<file path="src/common/mips_pkg.sv">
// ------------------------------------------------
// mips shared definitions
// widths, opcode and funct encodings, control
// selector codes and the alu function enum
// ------------------------------------------------
`default_nettype none

package mips_pkg;

	// field widths with a meaning
	typedef logic [31:0] word_t;
	typedef logic [4:0]  reg_addr_t;
	typedef logic [5:0]  funct_t;
	typedef logic [5:0]  opcode_t;
	typedef logic [1:0]  alu_op_t;
	typedef logic [1:0]  sel2_t;

	// alu functions, 4 bits leaves room for shifts later
	typedef enum logic [3:0] {
		ALU_ADD = 4'd0,
		ALU_SUB = 4'd1,
		ALU_AND = 4'd2,
		ALU_OR  = 4'd3,
		ALU_SLT = 4'd4
	} alu_fn_e;

	// opcodes
	localparam opcode_t OP_RTYPE = 6'h00;
	localparam opcode_t OP_J     = 6'h02;
	localparam opcode_t OP_JAL   = 6'h03;
	localparam opcode_t OP_BEQ   = 6'h04;
	localparam opcode_t OP_ADDI  = 6'h08;
	localparam opcode_t OP_LW    = 6'h23;
	localparam opcode_t OP_SW    = 6'h2b;

	// r-type funct
	localparam funct_t FN_ADD = 6'h20;
	localparam funct_t FN_SUB = 6'h22;
	localparam funct_t FN_AND = 6'h24;
	localparam funct_t FN_OR  = 6'h25;
	localparam funct_t FN_SLT = 6'h2a;

	// alu_op classes, 11 is reserved and acts as add
	localparam alu_op_t ALU_OP_ADD   = 2'b00;
	localparam alu_op_t ALU_OP_SUB   = 2'b01;
	localparam alu_op_t ALU_OP_FUNCT = 2'b10;

	// reg_dst codes
	localparam sel2_t REG_DST_RT = 2'b00;
	localparam sel2_t REG_DST_RD = 2'b01;
	localparam sel2_t REG_DST_RA = 2'b10;

	// mem_to_reg codes
	localparam sel2_t MEM_TO_REG_ALU = 2'b00;
	localparam sel2_t MEM_TO_REG_MEM = 2'b01;
	localparam sel2_t MEM_TO_REG_PC4 = 2'b10;

	// link register for jal
	localparam reg_addr_t REG_RA = 5'd31;

endpackage

`default_nettype wire

</file>
<file path="src/decode/control_unit.sv">
// ------------------------------------------------
// main control decoder
// maps the opcode onto the write-back, memory and
// execute control fields of the pipeline
// ------------------------------------------------
`default_nettype none

module control_unit (
	input  mips_pkg::opcode_t opcode,
	output logic              reg_write,
	output logic              mem_read,
	output logic              mem_write,
	output logic              branch,
	output logic              jump,
	output logic              alu_src,
	output mips_pkg::alu_op_t alu_op,
	output mips_pkg::sel2_t   reg_dst,
	output mips_pkg::sel2_t   mem_to_reg
);

	always_comb begin
		// all-zero controls unless the opcode is known
		reg_write  = 1'b0;
		mem_read   = 1'b0;
		mem_write  = 1'b0;
		branch     = 1'b0;
		jump       = 1'b0;
		alu_src    = 1'b0;
		alu_op     = mips_pkg::ALU_OP_ADD;
		reg_dst    = mips_pkg::REG_DST_RT;
		mem_to_reg = mips_pkg::MEM_TO_REG_ALU;

		case (opcode)
			mips_pkg::OP_RTYPE: begin
				// funct picks the operation, result to rd
				reg_write = 1'b1;
				alu_op    = mips_pkg::ALU_OP_FUNCT;
				reg_dst   = mips_pkg::REG_DST_RD;
			end
			mips_pkg::OP_ADDI: begin
				reg_write = 1'b1;
				alu_src   = 1'b1;
			end
			mips_pkg::OP_LW: begin
				// address = rs + imm, data back into rt
				reg_write  = 1'b1;
				mem_read   = 1'b1;
				alu_src    = 1'b1;
				mem_to_reg = mips_pkg::MEM_TO_REG_MEM;
			end
			mips_pkg::OP_SW: begin
				mem_write = 1'b1;
				alu_src   = 1'b1;
			end
			mips_pkg::OP_BEQ: begin
				// compare by subtraction, zero flag decides
				branch = 1'b1;
				alu_op = mips_pkg::ALU_OP_SUB;
			end
			mips_pkg::OP_J: begin
				jump = 1'b1;
			end
			mips_pkg::OP_JAL: begin
				// link pc+4 into r31
				jump       = 1'b1;
				reg_write  = 1'b1;
				reg_dst    = mips_pkg::REG_DST_RA;
				mem_to_reg = mips_pkg::MEM_TO_REG_PC4;
			end
			default: ;
		endcase
	end

endmodule

`default_nettype wire

</file>
<file path="src/decode/hazard_unit.sv">
// ------------------------------------------------
// load-use hazard detection
// stalls the decoding instruction one cycle when
// the load in id/ex writes one of its sources
// ------------------------------------------------
`default_nettype none

module hazard_unit (
	input  mips_pkg::reg_addr_t if_id_rs,
	input  mips_pkg::reg_addr_t if_id_rt,
	input  mips_pkg::reg_addr_t id_ex_rt,
	input  wire                 id_ex_mem_read,
	output logic                stall
);

	logic rs_match;
	logic rt_match;

	// r0 is never a real dependency
	assign rs_match = (id_ex_rt == if_id_rs);
	assign rt_match = (id_ex_rt == if_id_rt);

	// conservative, rt counts even if only a destination
	assign stall = id_ex_mem_read && (id_ex_rt != '0) && (rs_match || rt_match);

	always_comb begin
		// only a load in id/ex may hold up decode
		a_stall_load: assert #0 (!stall || id_ex_mem_read);
	end

endmodule

`default_nettype wire

</file>
<file path="src/decode/register_file.sv">
// ------------------------------------------------
// general purpose register file
// two combinational read ports, one write port with
// bypass into the reads, register 0 reads as zero
// ------------------------------------------------
`default_nettype none

module register_file #(
	parameter int REG_COUNT = 32
) (
	input  wire                 clk,
	input  wire                 rst,
	input  mips_pkg::reg_addr_t rs,
	input  mips_pkg::reg_addr_t rt,
	output mips_pkg::word_t     rs_data,
	output mips_pkg::word_t     rt_data,
	input  wire                 we,
	input  mips_pkg::reg_addr_t wd_addr,
	input  mips_pkg::word_t     wd
);

	mips_pkg::word_t regs [REG_COUNT];

	// one read port, shared by rs and rt
	function automatic mips_pkg::word_t read_port(input mips_pkg::reg_addr_t addr);
		mips_pkg::word_t value;
		if (addr == '0 || int'(addr) >= REG_COUNT)
			value = '0;
		else if (we && wd_addr == addr)
			// write in flight this cycle
			value = wd;
		else
			value = regs[addr];
		return value;
	endfunction

	always_ff @(posedge clk) begin
		if (rst) begin
			for (int i = 0; i < REG_COUNT; i++)
				regs[i] <= '0;
		end else if (we && wd_addr != '0 && int'(wd_addr) < REG_COUNT) begin
			regs[wd_addr] <= wd;
		end
	end

	always_comb begin
		rs_data = read_port(rs);
		rt_data = read_port(rt);
	end

	// r0 stays zero even with a write to it on the port
	a_zero_reg: assert property (@(posedge clk) disable iff (rst)
		(rs != '0 || rs_data == '0) && (rt != '0 || rt_data == '0));

endmodule

`default_nettype wire

</file>
<file path="src/execute/execute_unit.sv">
// ------------------------------------------------
// execute stage datapath
// alu control and alu, branch target adder and the
// destination register mux
// ------------------------------------------------
`default_nettype none

module execute_unit (
	input  mips_pkg::alu_op_t   alu_op,
	input  mips_pkg::funct_t    funct,
	input  wire                 alu_src,
	input  mips_pkg::word_t     rs_data,
	input  mips_pkg::word_t     rt_data,
	input  mips_pkg::word_t     imm,
	input  mips_pkg::word_t     pc_plus4,
	input  mips_pkg::reg_addr_t rt,
	input  mips_pkg::reg_addr_t rd,
	input  mips_pkg::sel2_t     reg_dst,
	output mips_pkg::word_t     alu_result,
	output mips_pkg::word_t     branch_addr,
	output logic                zero,
	output mips_pkg::reg_addr_t write_reg
);

	mips_pkg::alu_fn_e alu_fn;
	mips_pkg::word_t   operand_b;

	// alu control
	always_comb begin
		case (alu_op)
			mips_pkg::ALU_OP_SUB: alu_fn = mips_pkg::ALU_SUB;
			mips_pkg::ALU_OP_FUNCT: begin
				case (funct)
					mips_pkg::FN_ADD: alu_fn = mips_pkg::ALU_ADD;
					mips_pkg::FN_SUB: alu_fn = mips_pkg::ALU_SUB;
					mips_pkg::FN_AND: alu_fn = mips_pkg::ALU_AND;
					mips_pkg::FN_OR:  alu_fn = mips_pkg::ALU_OR;
					mips_pkg::FN_SLT: alu_fn = mips_pkg::ALU_SLT;
					default:          alu_fn = mips_pkg::ALU_ADD;
				endcase
			end
			// add class and the reserved code
			default: alu_fn = mips_pkg::ALU_ADD;
		endcase
	end

	// immediate for addi, lw, sw
	assign operand_b = alu_src ? imm : rt_data;

	always_comb begin
		case (alu_fn)
			mips_pkg::ALU_SUB: alu_result = rs_data - operand_b;
			mips_pkg::ALU_AND: alu_result = rs_data & operand_b;
			mips_pkg::ALU_OR:  alu_result = rs_data | operand_b;
			// signed compare
			mips_pkg::ALU_SLT: alu_result = {31'b0, $signed(rs_data) < $signed(operand_b)};
			default:           alu_result = rs_data + operand_b;
		endcase
	end

	assign zero = (alu_result == '0);

	// word offset relative to pc+4
	assign branch_addr = pc_plus4 + {imm[29:0], 2'b00};

	always_comb begin
		case (reg_dst)
			mips_pkg::REG_DST_RD: write_reg = rd;
			mips_pkg::REG_DST_RA: write_reg = mips_pkg::REG_RA;
			default:              write_reg = rt;
		endcase
	end

	always_comb begin
		// funct decoder falls back to add, never an unlisted code
		a_alu_fn: assert #0 (alu_fn inside {mips_pkg::ALU_ADD, mips_pkg::ALU_SUB,
			mips_pkg::ALU_AND, mips_pkg::ALU_OR, mips_pkg::ALU_SLT});
	end

endmodule

`default_nettype wire

</file>
<file path="src/logic/decode_execute.sv">
// ------------------------------------------------
// decode to execute pipeline slice
// decode, register read and hazard check, the id/ex
// register and the execute stage datapath
// ------------------------------------------------
`default_nettype none

module decode_execute #(
	parameter int REG_COUNT = 32
) (
	input  wire                  clk,
	input  wire                  rst,
	// if/id contents
	input  mips_pkg::word_t      instr,
	input  mips_pkg::word_t      pc_plus4,
	input  wire                  branch_flush,
	// write-back port
	input  wire                  wb_reg_write,
	input  mips_pkg::reg_addr_t  wb_rd,
	input  mips_pkg::word_t      wb_data,
	output logic                 stall,
	// execute stage view
	output logic                 ex_reg_write,
	output mips_pkg::sel2_t      ex_mem_to_reg,
	output logic                 ex_mem_read,
	output logic                 ex_mem_write,
	output logic                 ex_branch,
	output logic                 ex_jump,
	output mips_pkg::word_t      ex_alu_result,
	output logic                 ex_zero,
	output mips_pkg::reg_addr_t  ex_write_reg,
	output mips_pkg::word_t      ex_store_data,
	output mips_pkg::word_t      ex_branch_addr,
	output mips_pkg::word_t      ex_jump_addr,
	output mips_pkg::word_t      ex_pc_plus4
);

	// instruction fields
	mips_pkg::opcode_t   id_opcode;
	mips_pkg::reg_addr_t id_rs;
	mips_pkg::reg_addr_t id_rt;
	mips_pkg::reg_addr_t id_rd;
	mips_pkg::funct_t    id_funct;
	mips_pkg::word_t     id_imm;
	mips_pkg::word_t     id_jump_addr;

	// decoded controls and operands
	logic                id_reg_write;
	logic                id_mem_read;
	logic                id_mem_write;
	logic                id_branch;
	logic                id_jump;
	logic                id_alu_src;
	mips_pkg::alu_op_t   id_alu_op;
	mips_pkg::sel2_t     id_reg_dst;
	mips_pkg::sel2_t     id_mem_to_reg;
	mips_pkg::word_t     id_rs_data;
	mips_pkg::word_t     id_rt_data;

	// id/ex outputs used only inside the slice
	logic                idex_alu_src;
	mips_pkg::alu_op_t   idex_alu_op;
	mips_pkg::sel2_t     idex_reg_dst;
	mips_pkg::word_t     idex_rs_data;
	mips_pkg::word_t     idex_imm;
	mips_pkg::reg_addr_t idex_rt;
	mips_pkg::reg_addr_t idex_rd;
	mips_pkg::funct_t    idex_funct;

	assign id_opcode = instr[31:26];
	assign id_rs     = instr[25:21];
	assign id_rt     = instr[20:16];
	assign id_rd     = instr[15:11];
	assign id_funct  = instr[5:0];
	// sign extend imm16
	assign id_imm    = {{16{instr[15]}}, instr[15:0]};
	// pseudo-direct jump target
	assign id_jump_addr = {pc_plus4[31:28], instr[25:0], 2'b00};

	control_unit i_control_unit (
		.opcode     (id_opcode),
		.reg_write  (id_reg_write),
		.mem_read   (id_mem_read),
		.mem_write  (id_mem_write),
		.branch     (id_branch),
		.jump       (id_jump),
		.alu_src    (id_alu_src),
		.alu_op     (id_alu_op),
		.reg_dst    (id_reg_dst),
		.mem_to_reg (id_mem_to_reg)
	);

	register_file #(
		.REG_COUNT (REG_COUNT)
	) i_register_file (
		.clk     (clk),
		.rst     (rst),
		.rs      (id_rs),
		.rt      (id_rt),
		.rs_data (id_rs_data),
		.rt_data (id_rt_data),
		.we      (wb_reg_write),
		.wd_addr (wb_rd),
		.wd      (wb_data)
	);

	hazard_unit i_hazard_unit (
		.if_id_rs       (id_rs),
		.if_id_rt       (id_rt),
		.id_ex_rt       (idex_rt),
		.id_ex_mem_read (ex_mem_read),
		.stall          (stall)
	);

	id_ex i_id_ex (
		.clk            (clk),
		.rst            (rst),
		.stall          (stall),
		.flush          (branch_flush),
		.reg_write_in   (id_reg_write),
		.mem_to_reg_in  (id_mem_to_reg),
		.reg_write_out  (ex_reg_write),
		.mem_to_reg_out (ex_mem_to_reg),
		.branch_in      (id_branch),
		.mem_read_in    (id_mem_read),
		.mem_write_in   (id_mem_write),
		.jump_in        (id_jump),
		.branch_out     (ex_branch),
		.mem_read_out   (ex_mem_read),
		.mem_write_out  (ex_mem_write),
		.jump_out       (ex_jump),
		.reg_dst_in     (id_reg_dst),
		.alu_src_in     (id_alu_src),
		.alu_op_in      (id_alu_op),
		.reg_dst_out    (idex_reg_dst),
		.alu_src_out    (idex_alu_src),
		.alu_op_out     (idex_alu_op),
		.jump_addr_in   (id_jump_addr),
		.pc_plus4_in    (pc_plus4),
		.jump_addr_out  (ex_jump_addr),
		.pc_plus4_out   (ex_pc_plus4),
		.rs_data_in     (id_rs_data),
		.rt_data_in     (id_rt_data),
		.imm_in         (id_imm),
		.rs_data_out    (idex_rs_data),
		.rt_data_out    (ex_store_data),
		.imm_out        (idex_imm),
		.rs_in          (id_rs),
		.rt_in          (id_rt),
		.rd_in          (id_rd),
		.funct_in       (id_funct),
		// rs index is for a forwarding unit not in this slice
		.rs_out         (),
		.rt_out         (idex_rt),
		.rd_out         (idex_rd),
		.funct_out      (idex_funct)
	);

	execute_unit i_execute_unit (
		.alu_op      (idex_alu_op),
		.funct       (idex_funct),
		.alu_src     (idex_alu_src),
		.rs_data     (idex_rs_data),
		.rt_data     (ex_store_data),
		.imm         (idex_imm),
		.pc_plus4    (ex_pc_plus4),
		.rt          (idex_rt),
		.rd          (idex_rd),
		.reg_dst     (idex_reg_dst),
		.alu_result  (ex_alu_result),
		.branch_addr (ex_branch_addr),
		.zero        (ex_zero),
		.write_reg   (ex_write_reg)
	);

endmodule

`default_nettype wire

</file>
<file path="src/logic/id_ex.sv">
// ------------------------------------------------
// id/ex pipeline register
// captures decode results on the rising edge, and
// turns the control group into a bubble on a stall
// or branch flush, data fields always pass
// ------------------------------------------------
`default_nettype none

module id_ex (
	input  wire                 clk,
	input  wire                 rst,
	input  wire                 stall,
	input  wire                 flush,
	// wb control
	input  wire                 reg_write_in,
	input  mips_pkg::sel2_t     mem_to_reg_in,
	output logic                reg_write_out,
	output mips_pkg::sel2_t     mem_to_reg_out,
	// mem control
	input  wire                 branch_in,
	input  wire                 mem_read_in,
	input  wire                 mem_write_in,
	input  wire                 jump_in,
	output logic                branch_out,
	output logic                mem_read_out,
	output logic                mem_write_out,
	output logic                jump_out,
	// ex control
	input  mips_pkg::sel2_t     reg_dst_in,
	input  wire                 alu_src_in,
	input  mips_pkg::alu_op_t   alu_op_in,
	output mips_pkg::sel2_t     reg_dst_out,
	output logic                alu_src_out,
	output mips_pkg::alu_op_t   alu_op_out,
	// addresses
	input  mips_pkg::word_t     jump_addr_in,
	input  mips_pkg::word_t     pc_plus4_in,
	output mips_pkg::word_t     jump_addr_out,
	output mips_pkg::word_t     pc_plus4_out,
	// operands
	input  mips_pkg::word_t     rs_data_in,
	input  mips_pkg::word_t     rt_data_in,
	input  mips_pkg::word_t     imm_in,
	output mips_pkg::word_t     rs_data_out,
	output mips_pkg::word_t     rt_data_out,
	output mips_pkg::word_t     imm_out,
	// register indices and funct
	input  mips_pkg::reg_addr_t rs_in,
	input  mips_pkg::reg_addr_t rt_in,
	input  mips_pkg::reg_addr_t rd_in,
	input  mips_pkg::funct_t    funct_in,
	output mips_pkg::reg_addr_t rs_out,
	output mips_pkg::reg_addr_t rt_out,
	output mips_pkg::reg_addr_t rd_out,
	output mips_pkg::funct_t    funct_out
);

	logic bubble;

	assign bubble = stall || flush;

	// control group, zeroed on reset or bubble
	always_ff @(posedge clk) begin
		if (rst || bubble) begin
			reg_write_out  <= 1'b0;
			mem_to_reg_out <= '0;
			branch_out     <= 1'b0;
			mem_read_out   <= 1'b0;
			mem_write_out  <= 1'b0;
			jump_out       <= 1'b0;
			reg_dst_out    <= '0;
			alu_src_out    <= 1'b0;
			alu_op_out     <= '0;
		end else begin
			reg_write_out  <= reg_write_in;
			mem_to_reg_out <= mem_to_reg_in;
			branch_out     <= branch_in;
			mem_read_out   <= mem_read_in;
			mem_write_out  <= mem_write_in;
			jump_out       <= jump_in;
			reg_dst_out    <= reg_dst_in;
			alu_src_out    <= alu_src_in;
			alu_op_out     <= alu_op_in;
		end
	end

	// data group, only reset clears it
	always_ff @(posedge clk) begin
		if (rst) begin
			jump_addr_out <= '0;
			pc_plus4_out  <= '0;
			rs_data_out   <= '0;
			rt_data_out   <= '0;
			imm_out       <= '0;
			rs_out        <= '0;
			rt_out        <= '0;
			rd_out        <= '0;
			funct_out     <= '0;
		end else begin
			jump_addr_out <= jump_addr_in;
			pc_plus4_out  <= pc_plus4_in;
			rs_data_out   <= rs_data_in;
			rt_data_out   <= rt_data_in;
			imm_out       <= imm_in;
			rs_out        <= rs_in;
			rt_out        <= rt_in;
			rd_out        <= rd_in;
			funct_out     <= funct_in;
		end
	end

	// a bubble must not write, touch memory or redirect
	a_bubble: assert property (@(posedge clk) disable iff (rst)
		bubble |=> !(reg_write_out || mem_read_out || mem_write_out
			|| branch_out || jump_out));

endmodule

`default_nettype wire

</file>
<file path="config.mk">
export PLATFORM = sky130hd
export DESIGN_NAME = decode_execute
export DESIGN_NICKNAME = d
export VERILOG_FILES = /design/src/common/mips_pkg.sv /design/src/decode/control_unit.sv /design/src/decode/hazard_unit.sv /design/src/decode/register_file.sv /design/src/execute/execute_unit.sv /design/src/logic/decode_execute.sv /design/src/logic/id_ex.sv
export SDC_FILE = /design/constraint.sdc
export NUM_CORES = 2
export LEC_CHECK = 0
export ABC_AREA = 1
export BUFFER_PORTS_ARGS = -buffer_cell sky130_fd_sc_hd__buf_2
export CELL_PAD_IN_SITES_DETAIL_PLACEMENT = 1
export CELL_PAD_IN_SITES_GLOBAL_PLACEMENT = 1
export CORE_AREA = 2 2 413 415
export DETAILED_ROUTE_END_ITERATION = 12
export DIE_AREA = 0 0 415 417
export HOLD_SLACK_MARGIN = 0.08
export PLACE_DENSITY = 0.81
export SLEW_MARGIN = 20
export SYNTH_ARGS = -nofsm -noshare
export SYNTH_HDL_FRONTEND = slang
export SYNTH_SLANG_ARGS = --single-unit
export TNS_END_PERCENT = 50
</file>
<file path="constraint.sdc">
create_clock -name clk -period 7.1 [get_ports clk]
set_input_delay 1.42 -clock clk [delete_from_list [all_inputs] [get_ports clk]]
set_output_delay 1.42 -clock clk [all_outputs]
set_load 0.02 [all_outputs]
</file>
* Word-level counts from Yosys, hierarchy flattened
Memory sizes are Yosys's and may differ from the RTL's. A register that Yosys moved wholly into a read port is not among the register bits. Index checks and enable logic that the tools add are counted.
Word-level totals: flip-flop bits (word level) 108, bits in writable memories 1024, bits of input ports 105, output and inout port bits 174, word-level logic and storage cells 83, memories 1
Operators by class: add/subtract/negate cells 3, order comparisons 1, equal/unequal tests 20, multiplexer cells 22, bitwise gates (word level) 2, reductions and logical operators 18
Memories:
- i_register_file.regs | words 32, bits a word 32, rd ports 2, clocked after memory_dff 2, write ports 32, line register_file.sv:22 | mips_pkg::word_t regs [REG_COUNT];
Operators by type and width (number):
- $pmux 32 s4 | 1
- $add 32x32->32 | 2
- $mux 32 | 2
- $eq 6x6->1 const B | 6
- $and 32x32->32 | 1
- $logic_not 32->1 | 1
- $lt 32x32->1 | 1
- $or 32x32->32 | 1
- $reduce_or 32->1 | 1
- $sub 32x32->32 | 1
- $eq 6x2->1 const B | 2
- $mux 1 | 12
- $pmux 2 s2 | 3
- $pmux 3 s4 | 1
- $eq 5x5->1 | 2
- $logic_not 5->1 | 2
- $pmux 5 s2 | 1
- $reduce_bool 5->1 | 2
- $eq 4x2->1 const B | 2
- $pmux 4 s2 | 1
- $eq 6x3->1 const B | 1
- $eq 6x4->1 const B | 1
- $logic_not 6->1 | 1
- $reduce_or 2->1 | 3
- other kinds (9) | 15

* Longest topological paths before layout
word-level depth 7, gate-level depth with buffers 23, mapped depth without buffers 22

* Hierarchy
From an unflattened synthesis, not the netlist that was laid out.
Unflattened totals: cells, all modules 9720, area total of the unflattened synthesis 73091.4 sq um
By module, submodules not included:
- register_file | times used 1, cells an instance 7430, area an instance 58787.6 sq um, sequential area each 30749.5 sq um
- execute_unit | times used 1, cells an instance 1605, area an instance 8448.1 sq um, sequential area each 0.0 sq um
- id_ex | times used 1, cells an instance 603, area an instance 5465.2 sq um, sequential area each 3863.7 sq um
- hazard_unit | times used 1, cells an instance 45, area an instance 195.2 sq um, sequential area each 0.0 sq um
- control_unit | times used 1, cells an instance 36, area an instance 191.4 sq um, sequential area each 0.0 sq um
- decode_execute | times used 1, cells an instance 1, area an instance 3.8 sq um, sequential area each 0.0 sq um

* Worst setup path after synthesis
Ideal clock, no wire load.
path kind reg-to-output, start register i_id_ex.jump_addr_out[17] (netlist name), end output ex_zero, data arrival time 3.301 ns, data required time 5.680 ns, path slack 2.379 ns, cell stages (with the launch flop) 19, path buffers 1, path through dfxtp_1 -> nand2_1 -> clkinv_1 -> clkbuf_1 -> a21oi_1 -> ha_1 -> inv_1 -> o21ai_0 -> a21oi_1 -> o21ai_0 -> nor2_1 -> o21ai_0 -> nand2_1 -> nand2_1 -> nand2_1 -> nand3b_1 -> nor2_1 -> nand3_1 -> nor2_1
RTL lines:
- to (decl) | line decode_execute.sv:30 | output logic ex_zero,

* Worst setup path after layout
start register i_id_ex.alu_src_out, end output ex_zero
Between the ends: cells in the longest elaborated chain, start to end 4, elaborated cells on any way between the ends 8, those cells by class 2 x add/sub; 1 x order compare; 2 x mux; 2 x bitwise; 1 x reduce/logical
RTL lines:
- from (decl) | line id_ex.sv:33 | output logic alu_src_out,
- from (signal assigned) | line id_ex.sv:82 | alu_src_out <= alu_src_in;
- $mux 32 * | line execute_unit.sv:48 | assign operand_b = alu_src ? imm : rt_data;
- $add 32x32->32, or another cell as far along | line execute_unit.sv:57 | default: alu_result = rs_data + operand_b;
- $pmux 32 s4 * | line execute_unit.sv:51 | case (alu_fn)
- $logic_not 32->1 * | line execute_unit.sv:61 | assign zero = (alu_result == '0);
Every way passes the cells marked *; elsewhere a longest branch is shown, timed or not.

==> results.tsv <==
stage	metric	value	unit
yosys	Yosys reg bits	1157	
finish	Filler Cell Count	20103	
floorplanning	Die Ht	417	microns
clock_tree	CTS tree	yes	
placement	Placement Cell Area	70000	sq um
finish	Final Non-Filler Cells	10502	
placement	IO buf count	276	
route	DR DRC count	0	
route	initial drt markers	8869	
yosys	top_reg_cell synth	edfxtp_1	
global_routing	largest net degree at the start of global routing	141	
timing	min Tclk post-route	6580	ps
timing	Worst Tran Pin Value	1120	ps
yosys	EDFF count, synth	1024	
worst_setup_path	Critical Path Fanout Max	28	
clock_tree	post-CTS sizing	0	
finish	ratio of cells with drive above 1 in the final layout	0.0859	
route	Routed WL	306000	microns
floorplanning	I/O Pins	279	
clock_tree	clock root buffer	clkbuf_16	
yosys	Syn Inst Count	8288	
global_routing	total track usage	0.342	
floorplanning	Die ar.	173000	sq um
route	drt wl/cell	29.2	microns
timing	worst hold slack	781	ps
placement	Post-DP HPWL	187000	microns
yosys	Yosys top cell by area	edfxtp_1	
yosys	main combinational cell family by area after synthesis	compound AO/OA/AOI/OAI gates	
power_and_ir_drop	worst vdd ir	0.274	mV
clock_tree	clock buffer depth	3	
timing	Slew HR	0.249	
yosys	multiplexer share of the synthesized area	0	
timing	Layout Skew	36.9	ps
global_routing	GRT overflow	0	
timing	Max Freq	152	MHz
clock_tree	Reg clk slew, reported paths	60	ps
clock_tree	Clock Latency Late Sink	810	ps
clock_tree	CTS sink count	1157	
timing	RSZ-0062 raised after global routing	no	
global_routing	initial antenna violation count	26	
worst_setup_path	crit end category	output pin	
finish	Area growth, synth to finish	10.6	%
yosys	Synth Area in Compound Gates	0.214	
route	DRT antenna net count	0	
yosys	Post-Synth Simple-Gate Area	0.171	
floorplanning	Rows	151	
yosys	Yosys warning total	0	
clock_tree	hold buffers post-CTS	0	
yosys	Area contributors post-synth	edfxtp_1, o21ai_0, nor2_1	
power_and_ir_drop	total power	18.2	mW
worst_setup_path	Critical Path RT	5680	ps
global_routing	vias in the first global route	67350	
route	Via density	6.35	
worst_hold_path	Hold Path Class	register to register	
timing	Final Slew Violations	0	
placement	Post-Place Cells	10251	
clock_tree	Post-CTS Setup Inserts	0	
yosys	post-synth cell types	57	
yosys	Post-Synth XOR/XNOR Area	0.00640	
timing	final hold viol count	0	
floorplanning	Die W	415	microns
yosys	Mapped Avg Cell Area	8.09	sq um
yosys	post-synth top area share	0.458	
yosys	post-synthesis adder-cell area fraction	0.0272	
placement	routability congestion estimate from global placement	0.934	
worst_setup_path	WP data arrival	5160	ps
worst_setup_path	CP startpoint kind	register	
power_and_ir_drop	cell area power density	245	nW/um^2
floorplanning	Starting Density	0.398	
timing	Final Setup Violations	0	
run	MaxCap Viol Count	0	
yosys	sequential element share of the synthesized area	0.498	
floorplanning	area of the core	169000	sq um
finish	post-route cell area	74200	sq um
timing	ratio of final minimum period to clock period	0.926	
clock_tree	htree depth	4	
status	status	finished clean	
timing	setup TNS	0	ps
yosys	Post-synth ARST share	0	
power_and_ir_drop	Static Leak	29.2	nW
worst_setup_path	kind of critical path	register to output pin	
global_routing	first-pass GRT wire length	441000	microns
yosys	synthesized area	67100	sq um
clock_tree	CTS Buf Count	132	
route	DR pass1 iterations	6	
route	DR vias	66712	
finish	layout net count	8416	
cell type report:
class                           instances  area (sq um)  share of cell area
Clock inverter                         53           485             0.00654
Antenna cell                           10          25.0            0.000337
Multi-Input combinational cell       5734         28400               0.382
Timing Repair Buffer                  412          2630              0.0355
Tap cell                             2218          2780              0.0374
Inverter                              730          2780              0.0375
Clock buffer                          188          3710              0.0500
Sequential cell                      1157         33400               0.450
power breakdown:
part | total [mW] | switching (mW) | internal (mW)
combinational | 3.29 | 2.47 | 0.828
sequential | 8.03 | 0.246 | 7.79
clock | 6.82 | 2.95 | 3.87
sequential cells by signal (all words and copies together) (netlist names), 2 cells and up:
name                    flops
i_id_ex.alu_op_out          2
i_id_ex.imm_out            11
i_id_ex.jump_addr_out       8
i_id_ex.mem_to_reg_out      2
i_id_ex.pc_plus4_out       31
i_id_ex.rd_out              4
i_id_ex.reg_dst_out         2
i_id_ex.rs_data_out        32
i_id_ex.rt_data_out        32
i_id_ex.rt_out              4
i_register_file.regs     1024
through the flow:
| step | utilization | worst slack (ps) |
|---|---|---|
| CTS | 0.440 | 231 |
| finish | 0.440 | 525 |
| detailed placement | 0.415 | 1080 |
| global route | 0.440 | 241 |
| floorplan | - | 2380 |
| global placement | 0.415 | 1120 |
critical path: stages, from the launching register on:
cell	delay (ps)
dfxtp_2	590
inv_1	80
buf_4	260
or2_2	310
o21ai_0	160
ha_1	440
nor2_1	250
nand2_1	150
nor2_1	120
nand2_1	70
nand3_1	260
nand3_1	210
nand2_1	110
nand2_1	50
nand3_1	100
nand2_1	70
nor2_1	350
nand2_1	100
nor2_1	250
nand3_1	120
nor2_1	130
buf_2	190
cell families (layout without fill, tap and decap cells):
| logic type | after synthesis | count (layout) |
|---|---|---|
| other | 1 | 44 |
| adders and majority gates | 144 | 144 |
| DFF | 1157 | 1157 |
| and+or+nand+nor | 2877 | 2877 |
| AOI/OAI and AO/OA | 2630 | 2630 |
| buffers and inverters | 1430 | 1383 |
| xor gates and xnor gates | 49 | 49 |
cells in the mapped netlist, drive strengths merged, types with 7 or more instances:
master	n
a211oi	84
ha	141
xnor2	12
or2	16
nand3	256
a21oi	644
o211ai	124
inv	726
o22ai	98
buf	151
a31oi	7
clkbuf	549
nor3	40
o32ai	25
xor2	37
nand3b	12
edfxtp	1024
nand4	42
o221ai	80
o21bai	29
o21ai	1522
nor2	1801
dfxtp	133
nand2	700
per-layer routing:
| metal | GRT usage | vias up | wire (microns) |
|---|---|---|---|
| li1 | - | 28091 | - |
| met3 | 0.0779 | 1341 | 33800 |
| met2 | 0.555 | 4452 | 140000 |
| met4 | 0.215 | 20 | 22100 |
| met5 | 0 | - | 128 |
| met1 | 0.411 | 32808 | 110000 |
cell usage in the layout, fill, tap and decap left out, types with 124 or more instances in the layout:
master | synthesis | routed
nor2_1 | 1797 | 1797
nand3_1 | 253 | 253
o21ai_0 | 1515 | 1515
dfxtp_1 | 133 | 132
ha_1 | 141 | 141
nand2_1 | 690 | 633
edfxtp_1 | 1024 | 1024
clkbuf_16 | 0 | 137
buf_4 | 15 | 125
buf_2 | 102 | 267
a21oi_1 | 644 | 644
inv_1 | 716 | 689
o211ai_1 | 124 | 124
final timing paths:
path	start	endpoint	slack [ps]	depth (start not counted)
max	i_id_ex.alu_src_out	ex_zero	520	21
min reg2reg	i_id_ex.mem_read_out	i_id_ex.mem_write_out	780	3
max reg2reg	i_register_file.regs[18][3]	i_id_ex.rs_data_out[3]	4600	8
min	i_id_ex.mem_read_out	i_id_ex.mem_write_out	780	3
Note: power is estimated with default switching activity, not from simulation.
